## src/logic/dram_pkg.sv

```systemverilog
package dram_pkg;

  // word and bus widths
  localparam int DATA_W = 32;
  localparam int ADDR_W = 32;
  localparam int PC_W = 32;

  // four byte lanes make up one word
  localparam int LANES = 4;

  // memory size in words
  localparam int DEPTH = 256;
  localparam int INDEX_W = $clog2(DEPTH);

  typedef logic [DATA_W-1:0] word_t;

  typedef logic [ADDR_W-1:0] addr_t;

  // program counter of the issuing slot, used to order same-cycle stores
  typedef logic [PC_W-1:0] pc_t;

  typedef logic [LANES-1:0] sel_t;

  typedef logic [INDEX_W-1:0] index_t;

  typedef logic [DATA_W/LANES-1:0] byte_t;

endpackage

```

## src/logic/dram_request_arbiter.sv

```systemverilog
module dram_request_arbiter
  import dram_pkg::*;
(
  input  logic   clk,
  input  logic   rst_n,

  input  logic   cyc_0,
  input  logic   stb_0,
  input  logic   we_0,
  input  addr_t  adr_0,
  input  sel_t   sel_0,
  input  word_t  dat_w_0,
  input  pc_t    pc_0,
  input  logic   ack_0,
  input  logic   err_0,

  input  logic   cyc_1,
  input  logic   stb_1,
  input  logic   we_1,
  input  addr_t  adr_1,
  input  sel_t   sel_1,
  input  word_t  dat_w_1,
  input  pc_t    pc_1,
  input  logic   ack_1,
  input  logic   err_1,

  output logic   accept_0,
  output logic   range_err_0,
  output sel_t   wr_en_0,
  output sel_t   rd_en_0,
  output index_t wr_index_0,
  output index_t rd_index_0,
  output word_t  wr_data_0,

  output logic   accept_1,
  output logic   range_err_1,
  output sel_t   wr_en_1,
  output sel_t   rd_en_1,
  output index_t wr_index_1,
  output index_t rd_index_1,
  output word_t  wr_data_1
);

  logic   live;
  index_t index_0;
  index_t index_1;
  sel_t   want_0;
  sel_t   want_1;
  sel_t   clash;
  logic   port0_later;

  // no acceptance until the cycle after reset releases,
  // so nothing is written while the response stage is held
  always_ff @(posedge clk)
  begin
    if (!rst_n)
      live <= 1'b0;
    else
      live <= 1'b1;
  end

  assign index_0 = adr_0[INDEX_W+1:2];
  assign index_1 = adr_1[INDEX_W+1:2];

  // any address bit above the word index means beyond the memory
  assign range_err_0 = |adr_0[ADDR_W-1:INDEX_W+2];
  assign range_err_1 = |adr_1[ADDR_W-1:INDEX_W+2];

  // a pending ack or err blocks a held request from being taken twice
  assign accept_0 = live & cyc_0 & stb_0 & ~ack_0 & ~err_0;
  assign accept_1 = live & cyc_1 & stb_1 & ~ack_1 & ~err_1;

  assign want_0 = {LANES{accept_0 & we_0 & ~range_err_0}} & sel_0;
  assign want_1 = {LANES{accept_1 & we_1 & ~range_err_1}} & sel_1;

  // lanes that both ports write at the same word
  assign clash = want_0 & want_1 & {LANES{index_0 == index_1}};

  // larger pc is the later instruction; on a tie port 1 keeps the byte
  assign port0_later = pc_0 > pc_1;

  assign wr_en_0 = want_0 & ~(clash & {LANES{~port0_later}});
  assign wr_en_1 = want_1 & ~(clash & {LANES{port0_later}});

  assign rd_en_0 = {LANES{accept_0 & ~we_0 & ~range_err_0}};
  assign rd_en_1 = {LANES{accept_1 & ~we_1 & ~range_err_1}};

  assign wr_index_0 = index_0;
  assign rd_index_0 = index_0;
  assign wr_index_1 = index_1;
  assign rd_index_1 = index_1;

  assign wr_data_0 = dat_w_0;
  assign wr_data_1 = dat_w_1;

endmodule

```

## config.mk

```make
export PLATFORM = sky130hd
export DESIGN_NAME = dram_request_arbiter
export DESIGN_NICKNAME = d
export VERILOG_FILES = /design/src/logic/dram_pkg.sv /design/src/logic/dram_request_arbiter.sv
export SDC_FILE = /design/constraint.sdc
export NUM_CORES = 1
export LEC_CHECK = 0
export CAP_MARGIN = 15
export CELL_PAD_IN_SITES_DETAIL_PLACEMENT = 1
export CELL_PAD_IN_SITES_GLOBAL_PLACEMENT = 1
export CORE_AREA = 2 2 126 128
export DETAILED_ROUTE_END_ITERATION = 6
export DIE_AREA = 0 0 128 130
export DONT_BUFFER_PORTS = 1
export GPL_TIMING_DRIVEN = 1
export HOLD_SLACK_MARGIN = 0.1
export PLACE_DENSITY = 0.36
export SLEW_MARGIN = 20
export SYNTH_ARGS = -nofsm -noshare
export SYNTH_HDL_FRONTEND = slang
export SYNTH_SLANG_ARGS = --single-unit
```

## constraint.sdc

```tcl
create_clock -name clk -period 2.3 [get_ports clk]
set_clock_uncertainty 0.2 [all_clocks]
set_input_delay 0.345 -clock clk [delete_from_list [all_inputs] [get_ports clk]]
set_output_delay 0.345 -clock clk [all_outputs]
set_load 0.02 [all_outputs]
```

==> impl_metrics.csv <==
group,metric,value,unit
setup_path,kind_of_cell_with_the_highest_combined_delay_on_the_critical_path,"buffers and inverters",
logic_synthesis,synth.lib_cells_used.distinct,30,
hold_path,hp-class,"in -> reg",
finish,reg.largest.list,"live x1",
setup_path,biggest_fanout_along_the_worst_timing_path,4,
detailed_routing,avgRoutedWirePerCell,15.7,um
logic_synthesis,postSynthRegisterBits,1,
sta,setup_repair_after_global_routing_missed_its_margin,"true",
cts,cts.reportedPaths.clkPinSlew,0,ns
finish,largest_register_ffs,1,
logic_synthesis,syn_area,1990,um2
setup_path,timing.critical_path.slowest_stage_cell,"sky130_fd_sc_hd__ha_4",
floorplan,floorplan.io_pins,328,
logic_synthesis,synth_sequential_area_ratio,1.01,%
finish,final_cell_count_no_fill,392,
finish,nets,446,
sta,max_clock_freq,0.381,GHz
setup_path,critical_path_required,1.75,ns
floorplan,fp-row-count,46,
sta,slew_viol_final,0,
grt,antenna_found_initial,0,
placement,placement.cell_area,1800,um2
outcome,outcome,"complete, but fails checks",
finish,n_antenna_cell,0,
detailed_routing,drt.antenna.violating_nets,0,
setup_path,worst_path_largest_cell_delay,0.27,ns
sta,final.period_utilization,114,%
setup_path,critical_path_buf_inv_count,4,
finish,largest_register,"live",
floorplan,design.core.area,15400,um2
logic_synthesis,synth_area_per_cell,7.21,um2
placement,routabilityCongestion,0.633,
floorplan,dieWidth,128,um
sta,timing_worst_slew_pin_value,0.322,ns
grt,via_count_of_the_first_global_routing_pass,1705,
setup_path,worst-endpoint-arrival,2.08,ns
placement,port_buffers,0,
floorplan,die_height,130,um
setup_path,crit_type,"in -> out",
setup_path,worstSetupStartpointType,"input port",
detailed_routing,drt_wl_total,6160,um
setup_path,setup.worst_path.end_class,"output port",
finish,drive_above_1_share,43.5,%
power_and_ir_drop,p_leak,0.787,nW
sta,final-hold-violation-count,0,
setup_path,timing.critical_path.mode_cell,"sky130_fd_sc_hd__buf_4",
logic_synthesis,netlist_instances,276,
floorplan,initial_utilization,12.9,%
flow_run,maxCapViolCount,0,
power_and_ir_drop,vdd_ir_drop_max,42.1,uV
finish,postLayoutCellArea,2140,um2
outcome,violations_in_the_final_reports,"setup timing",
cts,postCtsHoldBufs,0,
sta,setup-tns-final,-3.31,ns
sta,clock_period_minus_final_worst_setup_slack,2.62,ns
detailed_routing,route.detailed.vias_per_inst,3.88,
sta,setup_ws,-0.322,ns
logic_synthesis,synth_fp_nets,520,
grt,globalRouteOverflowTotal,0,
grt,first_pass_grt_wire_length,8540,um
detailed_routing,drc_errors,0,
sta,setup_viol,16,
floorplan,dieArea,16600,um2
detailed_routing,detail_route.first_pass.iterations,2,
setup_path,crit_path_cell_trace,"inv_1 -> ha_4 -> nand4_1 -> buf_4 -> nor2_2 -> a22oi_2 -> nand4_1 -> o211ai_1 -> buf_4 -> a311oi_2 -> buf_4",
logic_synthesis,yosys_warns,0,
power_and_ir_drop,design_power_total,0.268,mW
grt,track_usage,6.46,%
finish,areaGrowthSynthToFinish,7.42,%
finish,nFillCells,1830,
sta,hold_ws,0.173,ns
grt,grt_max_degree,9,
placement,number_of_placed_instances_taps_included,388,
detailed_routing,via_count,1520,
power_and_ir_drop,pwr_density_cell,125,nW/um2
detailed_routing,drt_first_iter_violations,8,
sta,worst_slew_margin_rel,78.3,%
placement,dp_hpwl,5540,um
layout by cell type, fill, tap and decap left out, types with 4 or more instances in the layout:
master	n
sky130_fd_sc_hd__a21oi_1	12
sky130_fd_sc_hd__a311oi_2	4
sky130_fd_sc_hd__buf_4	18
sky130_fd_sc_hd__buf_6	5
sky130_fd_sc_hd__ha_1	13
sky130_fd_sc_hd__ha_4	19
sky130_fd_sc_hd__inv_1	27
sky130_fd_sc_hd__inv_2	5
sky130_fd_sc_hd__inv_4	5
sky130_fd_sc_hd__nand2_1	9
sky130_fd_sc_hd__nand4_1	13
sky130_fd_sc_hd__nor4_1	8
sky130_fd_sc_hd__o21ai_0	4
sky130_fd_sc_hd__xnor2_1	8
per-stage QoR:
step           util, %  setup WS, ns
6_report          13.9        -0.322
2_1_floorplan        -        -0.264
4_1_cts           12.7        -0.348
5_1_grt           13.9        -0.520
3_3_place_gp      11.6        -0.533
3_5_place_dp      11.6        -0.537
repair_timing:
action | 4_1_cts | 5_1_grt
gates cloned | 0 | 0
gates resized for setup | 26 | 27
setup buffers | 3 | 2
setup endpoints to repair | 16 | 17
pin swaps | 13 | 20
metal layers:
layer	track usage, %	routed length [um]	vias to the layer above
met5	0	0	-
met4	1.55	121	0
met3	1.15	410	16
met2	12.9	3450	111
met1	7.01	2170	702
li1	-	-	691
cell usage after synthesis, drive strengths merged:
cell	instances	area, um2
buf	102	766
inv	39	146
ha	32	400
a21oi	15	75.1
nand4	13	81.3
nor4	11	75.1
nand2	9	33.8
xnor2	8	70.1
nand3	5	25.0
nor2	5	26.3
o21ai	5	25.0
a311oi	4	35.0
and2	4	30.0
o31a	4	38.8
or4	4	33.8
a21o	2	15.0
and4	2	17.5
nor2b	2	12.5
nor3	2	10.0
o211ai	2	15.0
a211oi	1	7.51
a21boi	1	7.51
a22oi	1	7.51
dfxtp	1	20.0
nand4b	1	8.76
nor3b	1	7.51
power breakdown:
group | internal (mW) | switching [mW]
registers | 0.0187 | 0.000862
logic | 0.131 | 0.117
clock network | 0 | 0
total | 0.150 | 0.118
worst paths after layout:
kind / start / to / slack [ns] / cells past startpoint
worst max-delay path: pc_1[29] / wr_en_0[0] / -0.32 / 11
worst min-delay path: rst_n / live$_DFF_P_ / 0.17 / 0
cell type report:
type                            count  area [um2]  area share, %
Multi-Input combinational cell    134        1450           67.7
Timing Repair Buffer               26         251           11.8
Tap cell                          192         240           11.2
Inverter                           39         179           8.37
Sequential cell                     1        20.0          0.936
kinds of logic (layout without fill, tap and decap cells):
family	after synthesis	after routing	share of synthesized area (%)
buffers and inverters	141	65	45.8
and+or+nand+nor	59	59	18.2
AOI/OAI and AO/OA	35	35	11.4
adders and majority gates	32	32	20.1
xor gates and xnor gates	8	8	3.52
DFF	1	1	1.01
Power figures use the tool's default switching activity.
