==> src/logic/dram_pkg.sv <==
package dram_pkg;

  // word and bus widths
  localparam int DATA_W = 32;
  localparam int ADDR_W = 32;
  localparam int PC_W = 32;

  // four byte lanes make up one word
  localparam int LANES = 4;

  // memory size in words
  localparam int DEPTH = 256;
  localparam int INDEX_W = $clog2(DEPTH);

  typedef logic [DATA_W-1:0] word_t;

  typedef logic [ADDR_W-1:0] addr_t;

  // program counter of the issuing slot, used to order same-cycle stores
  typedef logic [PC_W-1:0] pc_t;

  typedef logic [LANES-1:0] sel_t;

  typedef logic [INDEX_W-1:0] index_t;

  typedef logic [DATA_W/LANES-1:0] byte_t;

endpackage

==> src/logic/dram_response.sv <==
module dram_response
  import dram_pkg::*;
(
  input  logic  clk,
  input  logic  rst_n,

  input  logic  accept_0,
  input  logic  accept_1,
  input  logic  range_err_0,
  input  logic  range_err_1,
  input  logic  we_0,
  input  logic  we_1,

  // one byte per lane, lane 0 is the low byte of the word
  input  byte_t rd_byte_0 [LANES],
  input  byte_t rd_byte_1 [LANES],

  output logic  ack_0,
  output logic  ack_1,
  output logic  err_0,
  output logic  err_1,
  output word_t dat_r_0,
  output word_t dat_r_1
);

  logic  rd_pend_0;
  logic  rd_pend_1;
  word_t word_0;
  word_t word_1;

  always_ff @(posedge clk)
  begin
    if (!rst_n)
    begin
      ack_0     <= 1'b0;
      ack_1     <= 1'b0;
      err_0     <= 1'b0;
      err_1     <= 1'b0;
      rd_pend_0 <= 1'b0;
      rd_pend_1 <= 1'b0;
    end
    else
    begin
      ack_0     <= accept_0 & ~range_err_0;
      ack_1     <= accept_1 & ~range_err_1;
      err_0     <= accept_0 & range_err_0;
      err_1     <= accept_1 & range_err_1;
      rd_pend_0 <= accept_0 & ~range_err_0 & ~we_0;
      rd_pend_1 <= accept_1 & ~range_err_1 & ~we_1;
    end
  end

  always_comb
  begin
    for (int k = 0; k < LANES; k++)
    begin
      word_0[k*(DATA_W/LANES) +: DATA_W/LANES] = rd_byte_0[k];
      word_1[k*(DATA_W/LANES) +: DATA_W/LANES] = rd_byte_1[k];
    end
  end

  // zero unless a read ack is on the bus
  assign dat_r_0 = rd_pend_0 ? word_0 : '0;
  assign dat_r_1 = rd_pend_1 ? word_1 : '0;

endmodule

==> config.mk <==
export PLATFORM = sky130hd
export DESIGN_NAME = dram_response
export DESIGN_NICKNAME = d
export VERILOG_FILES = /design/src/logic/dram_pkg.sv /design/src/logic/dram_response.sv
export SDC_FILE = /design/constraint.sdc
export NUM_CORES = 1
export LEC_CHECK = 0
export ABC_AREA = 1
export BUFFER_PORTS_ARGS = -buffer_cell sky130_fd_sc_hd__buf_2
export CAP_MARGIN = 25
export CORE_MARGIN = 1.5
export CORE_UTILIZATION = 23
export DETAILED_ROUTE_END_ITERATION = 8
export PLACE_DENSITY = 0.79
export RECOVER_POWER = 25
export SETUP_SLACK_MARGIN = 0.2
export SYNTH_ARGS = -nofsm -noshare
export SYNTH_HDL_FRONTEND = slang
export SYNTH_SLANG_ARGS = --single-unit
==> constraint.sdc <==
create_clock -name clk -period 0.8 [get_ports clk]
set_clock_uncertainty 0.05 [all_clocks]
set_input_delay 0.16 -clock clk [delete_from_list [all_inputs] [get_ports clk]]
set_output_delay 0.16 -clock clk [all_outputs]
set_load 0.01 [all_outputs]
==> results.toml, run 1 <==
[status]
outcome = "finished, violations left"
violations = "setup timing"

[layout]
drive_above_1_share = 0.814
syn2layout_area_growth_pct = 180
nets = 365
antenna_cells = 0
stdcell_area_sq_um = 1980

[sta]
max_freq_mhz = 810
setup_slack_ps = -435
finalCritPeriodShare = 1.54
setup_viol = 68
whs_ps = 24.5
fin_setup_tns_ps = -24670
hold_violations = 0
slew_headroom = 0.900
rsz0062_at_grt = "true"
slew_viol_final = 0
tightest_slew_ps = 150
fin_crit_ps = 1230

[routing]
drc = 0
drtAntennaViolNets = 0
via_count = 1306
wl_per_cell_microns = 11.4
drt_pass1_iterations = 4
wirelength_microns = 3680
viasPerCell = 4.06
first_iter_violations = 61

[cts]
hold_buffers = 0
cts_made_buffers = 3
h-tree-depth = 1
clockBufferDepth = 2
clkTransAtPathRegs_ps = 40
cts_tree = "built"
clockRootBuffer = "clkbuf_4"
cts.sinks = 6

[yosys]
yosys-top-cells-area = "inv_1, nand2_1, dfxtp_1, buf_6, nor2_1"
avgSynthCellArea_sq_um = 4.72
synth_ff_type = "dfxtp_1"
ys_ff_latch = 6
synthAdderAreaFrac = 0
synth_edf_count = 0
synth_area_leader_cell = "inv_1"
synth_warnings = 0
synth_seq_area_share = 0.170
synth-simple-area-share = 0.385
synth_xor_area_frac = 0
synthArstFlopShare = 0
synth_compound_area_frac = 0
syn_area_sq_um = 708
synthCells = 150
synth_mux_area_frac = 0
synth_top_family_by_area = "buffers and inverters"
synth_common_cells = "inv_1, nand2_1, buf_6, dfxtp_1, nor2_1"
syn_nets = 222
yosys.cell_types.count = 6
yosys.area.top_type_share = 0.350

[placement]
place.gp.congestion = 0.716
dp_hpwl_microns = 2200
io_buffers = 139
dp_slack_ps = -222
place_area_sq_um = 1400

[power]
cellLeakagePower_nw = 1.48
ir_worst_vdd_v = 0.000654
powerDensity_nw_per_um2 = 539
totalPowerFinal_mw = 1.07

[worst_hold_path]
hp-class = "in2reg"

[global_route]
grt_pass1_vias = 1185
grt-ovfl-total = 0
antenna_found_initial = 0
grt_pass1_wl_microns = 4720
grt_max_degree = 17
grtUsageTotal = 0.175

[critical_path]
cp.required_ps = 590
cp-start-kind = "flip-flop"
critical_path_class = "reg2out"
cp-end-kind = "primary output"
arrival_ps = 1020
critPathMaxFanout = 16

[floorplan]
num_rows = 19
start_util = 0.250
fp.dieArea_sq_um = 3420
die_h_microns = 58.5
die_w_microns = 58.5
coreArea_sq_um = 2830
io_pins = 140

[flow_run]
maxCapViolCount = 0
-- layout by cell type (no fill, tap or decap), types with 3 or more instances in the layout --
cell type / n
nand2_2: 7
buf_2: 85
nand2_4: 15
inv_2: 64
nand2_1: 44
buf_6: 54
buf_12: 4
nor2_1: 4
clkbuf_4: 3
-- stage by stage --
step                      std cells  utilization
after global routing            322        0.700
after global placement          314        0.494
final                           322        0.700
after floorplan                 150            -
after detailed placement        314        0.494
after CTS                       321        0.618
-- logic make-up after synthesis --
family	after synthesis
flip-flops	6
buffers and inverters	72
AND/OR/NAND/NOR	72
-- power by group --
group          internal, mW  leakage [nW]  total, mW  switching, mW
clock                 0.169        0.0138      0.263         0.0945
combinational         0.270          1.41      0.489          0.220
sequential            0.307        0.0514      0.315        0.00765
total                 0.745          1.48       1.07          0.322
-- worst paths after layout --
| check | to | cells past startpoint | slack (ps) | start |
|---|---|---|---|---|
| setup / recovery | dat_r_1[5] | 4 | -430 | rd_pend_1$_SDFF_PN0_ |
| hold / removal | rd_pend_1$_SDFF_PN0_ | 2 | 20 | we_1 |
-- metal layers --
metal	GRT usage	vias up	wire [microns]
li1	-	663	-
met2	0.387	49	2300
met5	0	-	0
met1	0.144	587	1110
met3	0.0286	7	201
met4	0.0731	0	68
-- final cells by class --
class	count	area, sq um
repair buffers	144	1140
fillers	243	848
multi-input cells	72	403
inverters	66	248
flip-flops and latches	6	130
well taps	31	38.8
clock buffers	3	22.5
-- what timing repair did --
action,4_1_cts,5_1_grt
buffers inserted,4,0
gates cloned,0,1
gates resized for setup,45,46
endpoints found under the setup margin,68,68
-- registers in the layout (all words and copies together) (netlist names) --
name / count
rd_pend_1: 1
ack_1: 1
err_1: 1
err_0: 1
ack_0: 1
rd_pend_0: 1
-- worst max-delay path: stages, from the launching register on --
cell	delay, ps
dfxtp_4	390
buf_12	150
nand2_1	90
inv_2	70
buf_6	90
Power figures use the tool's default switching activity.
==> run 2: changes to the inputs <==
Settings changed: ABC_AREA 1 to default, CORE_MARGIN 1.5 to 3, CORE_UTILIZATION 23 to 22, PLACE_DENSITY 0.79 to 0.77.
==> run 2 against run 1 <==
The run still ends with setup timing left; setup slack worse by 6.3 ps; utilization increased by 2.8 points; synthesized cell count down 45%; area after synthesis shrank 3.2%; flip-flop and latch count did not move; cell area increased by 4.9%; non-clock buffer count grew 2; first-iteration DRC count is 84% lower; wire length rose by 4.8%; total power up 2.0%.
==> results.toml, run 2 <==
[status]
outcome = "finished, violations left"
violations = "setup timing"

[sta]
max_freq_mhz = 806
slew_viol_final = 0
setup_slack_ps = -441
hold_violations = 0
rsz0062_at_grt = "true"
fin_crit_ps = 1240
fin_setup_tns_ps = -26710
slew_headroom = 0.878
whs_ps = 117
tightest_slew_ps = 183
setup_viol = 68
finalCritPeriodShare = 1.55

[yosys]
synthCells = 82
yosys.area.top_type_share = 0.701
synth_edf_count = 0
synth_seq_area_share = 0.175
syn_area_sq_um = 686
synthArstFlopShare = 0
yosys.cell_types.count = 6
synth_area_leader_cell = "and2_2"
synth_common_cells = "and2_2, clkbuf_2, dfxtp_1"
avgSynthCellArea_sq_um = 8.36
yosysMostFrequentCell = "and2_2"
synth_warnings = 0
syn_nets = 154
yosys-top-cells-area = "and2_2, dfxtp_1, clkbuf_2, and4bb_2, and3b_1"
synth_ff_type = "dfxtp_1"
ys_ff_latch = 6

[global_route]
grt-ovfl-total = 0
antenna_found_initial = 0
grt_pass1_vias = 1073
grtUsageTotal = 0.179
grt_max_degree = 33
grt_pass1_wl_microns = 5040

[floorplan]
die_w_microns = 61.8
fp.dieArea_sq_um = 3820
start_util = 0.240
die_h_microns = 61.8
io_pins = 140
num_rows = 19
coreArea_sq_um = 2850

[critical_path]
cp-end-kind = "primary output"
cp-start-kind = "flip-flop"
critical_path_class = "reg2out"
cp.required_ps = 590
critPathMaxFanout = 8
arrival_ps = 1030

[cts]
cts_setup_buffers = 0
h-tree-depth = 1
clkTransAtPathRegs_ps = 40
cts.sinks = 6
cts_made_buffers = 3
cts_tree = "built"
clockRootBuffer = "clkbuf_4"
clockBufferDepth = 2

[routing]
route.met3.wl_microns = 273
drtAntennaViolNets = 0
via_count = 1099
wl_per_cell_microns = 15.1
wl_met2_microns = 2240
drc = 0
wirelength_microns = 3860
met1_length_microns = 1240
top_layer = "met4"
drt_pass1_iterations = 2
first_iter_violations = 10
viasPerCell = 4.29

[placement]
place.gp.congestion = 0.767
dp_slack_ps = -197
dp_hpwl_microns = 2500
place_area_sq_um = 1530
io_buffers = 139

[layout]
filler_cell_count = 202
drive_above_1_share = 0.978
layout_commonest_cell = "buf_2"
nets = 299
antenna_cells = 0
layout_common_cells = "buf_2, buf_6, and2_4, dfxtp_2"
stdcell_area_sq_um = 2080
syn2layout_area_growth_pct = 203

[flow_run]
maxCapViolCount = 0

[worst_hold_path]
hp-class = "in2reg"

[power]
powerDensity_nw_per_um2 = 524
ir_worst_vdd_v = 0.000580
cellLeakagePower_nw = 1.14
[run 2: changes by cell type after synthesis]
cell,previous run,this run
and2_2,0,64
and3_1,0,2
and3b_1,0,2
and4bb_2,0,2
buf_6,6,0
clkbuf_2,0,6
inv_1,66,0
nand2_1,66,0
nor2_1,4,0
nor3_1,2,0
[run 2: critical path, stage by stage, from the launching register on]
cell and delay (ps):
dfxtp_4 400, clkbuf_16 160, and2_4 140, buf_6 90
[run 2: per-layer routing]
metal  track usage  vias to the layer above
li1              -                      537
met1         0.177                      491
met2         0.353                       61
met3        0.0331                       10
met4        0.0818                        0
met5             0                        -
[run 2: worst paths after layout]
| path | slack, ps | cells past startpoint | startpoint | to |
|---|---|---|---|---|
| worst min-delay path | 120 | 2 | accept_1 | err_1$_SDFF_PN0_ |
| worst max-delay path | -440 | 3 | rd_pend_1$_SDFF_PN0_ | dat_r_1[16] |
[run 2: metrics by stage]
stage	utilization	instances	power [mW]
floorplan	-	82	0.473
global placement	0.536	249	0.700
detailed placement	0.536	249	0.708
CTS	0.703	253	1.08
global route	0.729	256	1.16
finish	0.729	256	1.09
[run 2: layout make-up]
cell class,count,area (sq um),area share
timing repair buffer,146,1270,0.610
multi-input combinational,70,616,0.296
sequential,6,133,0.0638
tap,31,38.8,0.0187
clock buffer,3,22.5,0.0108
[run 2: report_power, final]
group | switching [mW] | internal [mW]
Clock | 0.0991 | 0.169
Combinational | 0.167 | 0.335
Sequential | 0.0113 | 0.308
[run 2: logic make-up (layout without fill, tap and decap cells)]
logic type,count (synthesis),in the layout,share of synthesized area
buf+inv,6,149,0.0438
flops,6,6,0.175
simple gates,70,70,0.781
[run 2: repair_timing]
action / CTS / global route
endpoints found under the hold margin: 0 / 0
hold buffers: 0 / 0
resized for setup: 74 / 5
gates cloned: 1 / 3
pin swaps: 0 / 2
setup endpoints to repair: 68 / 68
==> run 3: changes to the inputs <==
Settings changed: ABC_AREA from default to 1, CORE_UTILIZATION 22 to 23, CTS_CLUSTER_SIZE from default to 30, PLACE_DENSITY 0.77 to 0.88.
==> run 3 against run 2 <==
The flow still finishes with violations (setup timing); non-clock buffer count down 3; utilization is 6.8 points lower; largest power group unchanged; setup slack better by 39 ps.
==> results.toml, run 3 (synthesis gave the netlist of run 1 again) <==
[status]
outcome = "finished, violations left"
violations = "setup timing"

[cts]
h-tree-depth = 1
clockBufferDepth = 2
cts.sinks = 6
clockRootBuffer = "clkbuf_4"
hold_buffers = 0
cts_made_buffers = 3
cts_tree = "built"
clkTransAtPathRegs_ps = 40

[routing]
wirelength_microns = 3710
wl_per_cell_microns = 11.6
drc = 0
via_count = 1276
drtAntennaViolNets = 0
viasPerCell = 3.98
first_iter_violations = 57
drt_pass1_iterations = 4

[layout]
stdcell_area_sq_um = 1880
antenna_cells = 0
syn2layout_area_growth_pct = 166
fin_cells = 321
nets = 364
drive_above_1_share = 0.766
layout_common_cells = "buf_2, inv_2, buf_6, nand2_1, nand2_2"
layout_commonest_cell = "buf_2"
filler_cell_count = 239

[placement]
dp.cells = 314
place.gp.congestion = 0.758
place_area_sq_um = 1400
io_buffers = 139
dp_slack_ps = -239
dp_hpwl_microns = 2340

[critical_path]
path_cells = "buf_12, nand2_1, inv_2, buf_6"
critPathMaxFanout = 16
cp.required_ps = 590
critical_path_class = "reg2out"
cp-start-kind = "flip-flop"
arrival_ps = 990
cp-end-kind = "primary output"
slowest_stage = "dfxtp_4"
max_stage_delay_ps = 360

[global_route]
antenna_found_initial = 0
grtUsageTotal = 0.166
grt-ovfl-total = 0
grt_max_degree = 17
grt_pass1_wl_microns = 4750
grt_pass1_vias = 1094

[power]
p_int_mw = 0.738
sw_frac_of_total = 0.292
ir_worst_vdd_v = 0.000750
netSwitchingPower_mw = 0.304
powerDensity_nw_per_um2 = 553
clockPowerShare = 0.266
cellLeakagePower_nw = 1.34
power_frac_seq = 0.300
combPwrFrac = 0.434

[sta]
setup_slack_ps = -402
whs_ps = 14.9
fin_crit_ps = 1200
tightest_slew_ps = 142
slew_headroom = 0.905
setup_viol = 68
max_freq_mhz = 832
finalCritPeriodShare = 1.50
hold_violations = 0
rsz0062_at_grt = "true"
slew_viol_final = 0

[floorplan]
coreArea_sq_um = 2850
fp.dieArea_sq_um = 3780
io_pins = 140
die_h_microns = 61.5
die_w_microns = 61.5
num_rows = 19
start_util = 0.248

[worst_hold_path]
hp-class = "in2reg"

[flow_run]
maxCapViolCount = 0
## run 3: changes by cell type in the layout (fill, tap and decap cells not counted), sizes merged
| cell | previous run | this run |
|---|---|---|
| inv | 0 | 66 |
| nand2 | 0 | 66 |
| and2 | 64 | 0 |
| nor2 | 0 | 4 |
| clkbuf | 6 | 3 |
| and3 | 2 | 0 |
| and3b | 2 | 0 |
| and4bb | 2 | 0 |
| nor3 | 0 | 2 |
## run 3: layout make-up
cell class / instances / area, sq um / share of cell area
Sequential cell: 6 / 129 / 0.0684
Timing Repair Buffer: 143 / 1150 / 0.611
Multi-Input combinational cell: 72 / 295 / 0.157
Clock buffer: 3 / 22.5 / 0.0120
Tap cell: 31 / 38.8 / 0.0206
Inverter: 66 / 248 / 0.131
## run 3: final timing paths
| path | start | end | slack, ps | depth (start not counted) |
|---|---|---|---|---|
| setup / recovery | rd_pend_0$_SDFF_PN0_ | dat_r_0[10] | -400 | 4 |
| hold / removal | we_0 | rd_pend_0$_SDFF_PN0_ | 10 | 2 |
## run 3: repair_timing
action                     CTS  global route
resized for setup           59            10
hold endpoints to repair     0             0
setup endpoints to repair   68            68
setup buffers                4             0
## run 3: critical path, delay by kind of cell, from the launching register on
kind | cells | cell delay (ps)
buffers and inverters | 3 | 290
flip-flops | 1 | 360
AND/OR/NAND/NOR | 1 | 80
## run 3: metal layers
metal | GRT usage | share of wire | vias to the layer above
met2 | 0.354 | 0.61 | 64
met4 | 0.0848 | 0.030 | 0
li1 | - | - | 661
met5 | 0 | 0 | -
met3 | 0.0189 | 0.068 | 10
met1 | 0.145 | 0.29 | 541
## run 3: stage by stage
stage          TNS (ps)  power, mW  utilization
2_1_floorplan     -51.7      0.443            -
3_3_place_gp     -12390      0.655        0.490
3_5_place_dp     -13180      0.661        0.490
4_1_cts          -24370       1.03        0.640
5_1_grt          -27180       1.12        0.661
6_report         -24000       1.04        0.661
## run 3: power by group through the flow
stage / sequential [mW] / combinational, mW / clock (mW)
2_1_floorplan: 0.322 / 0.121 / 0
3_3_place_gp: 0.334 / 0.320 / 0
3_5_place_dp: 0.335 / 0.325 / 0
4_1_cts: 0.312 / 0.431 / 0.292
6_report: 0.313 / 0.452 / 0.277
5_1_grt: 0.313 / 0.493 / 0.309
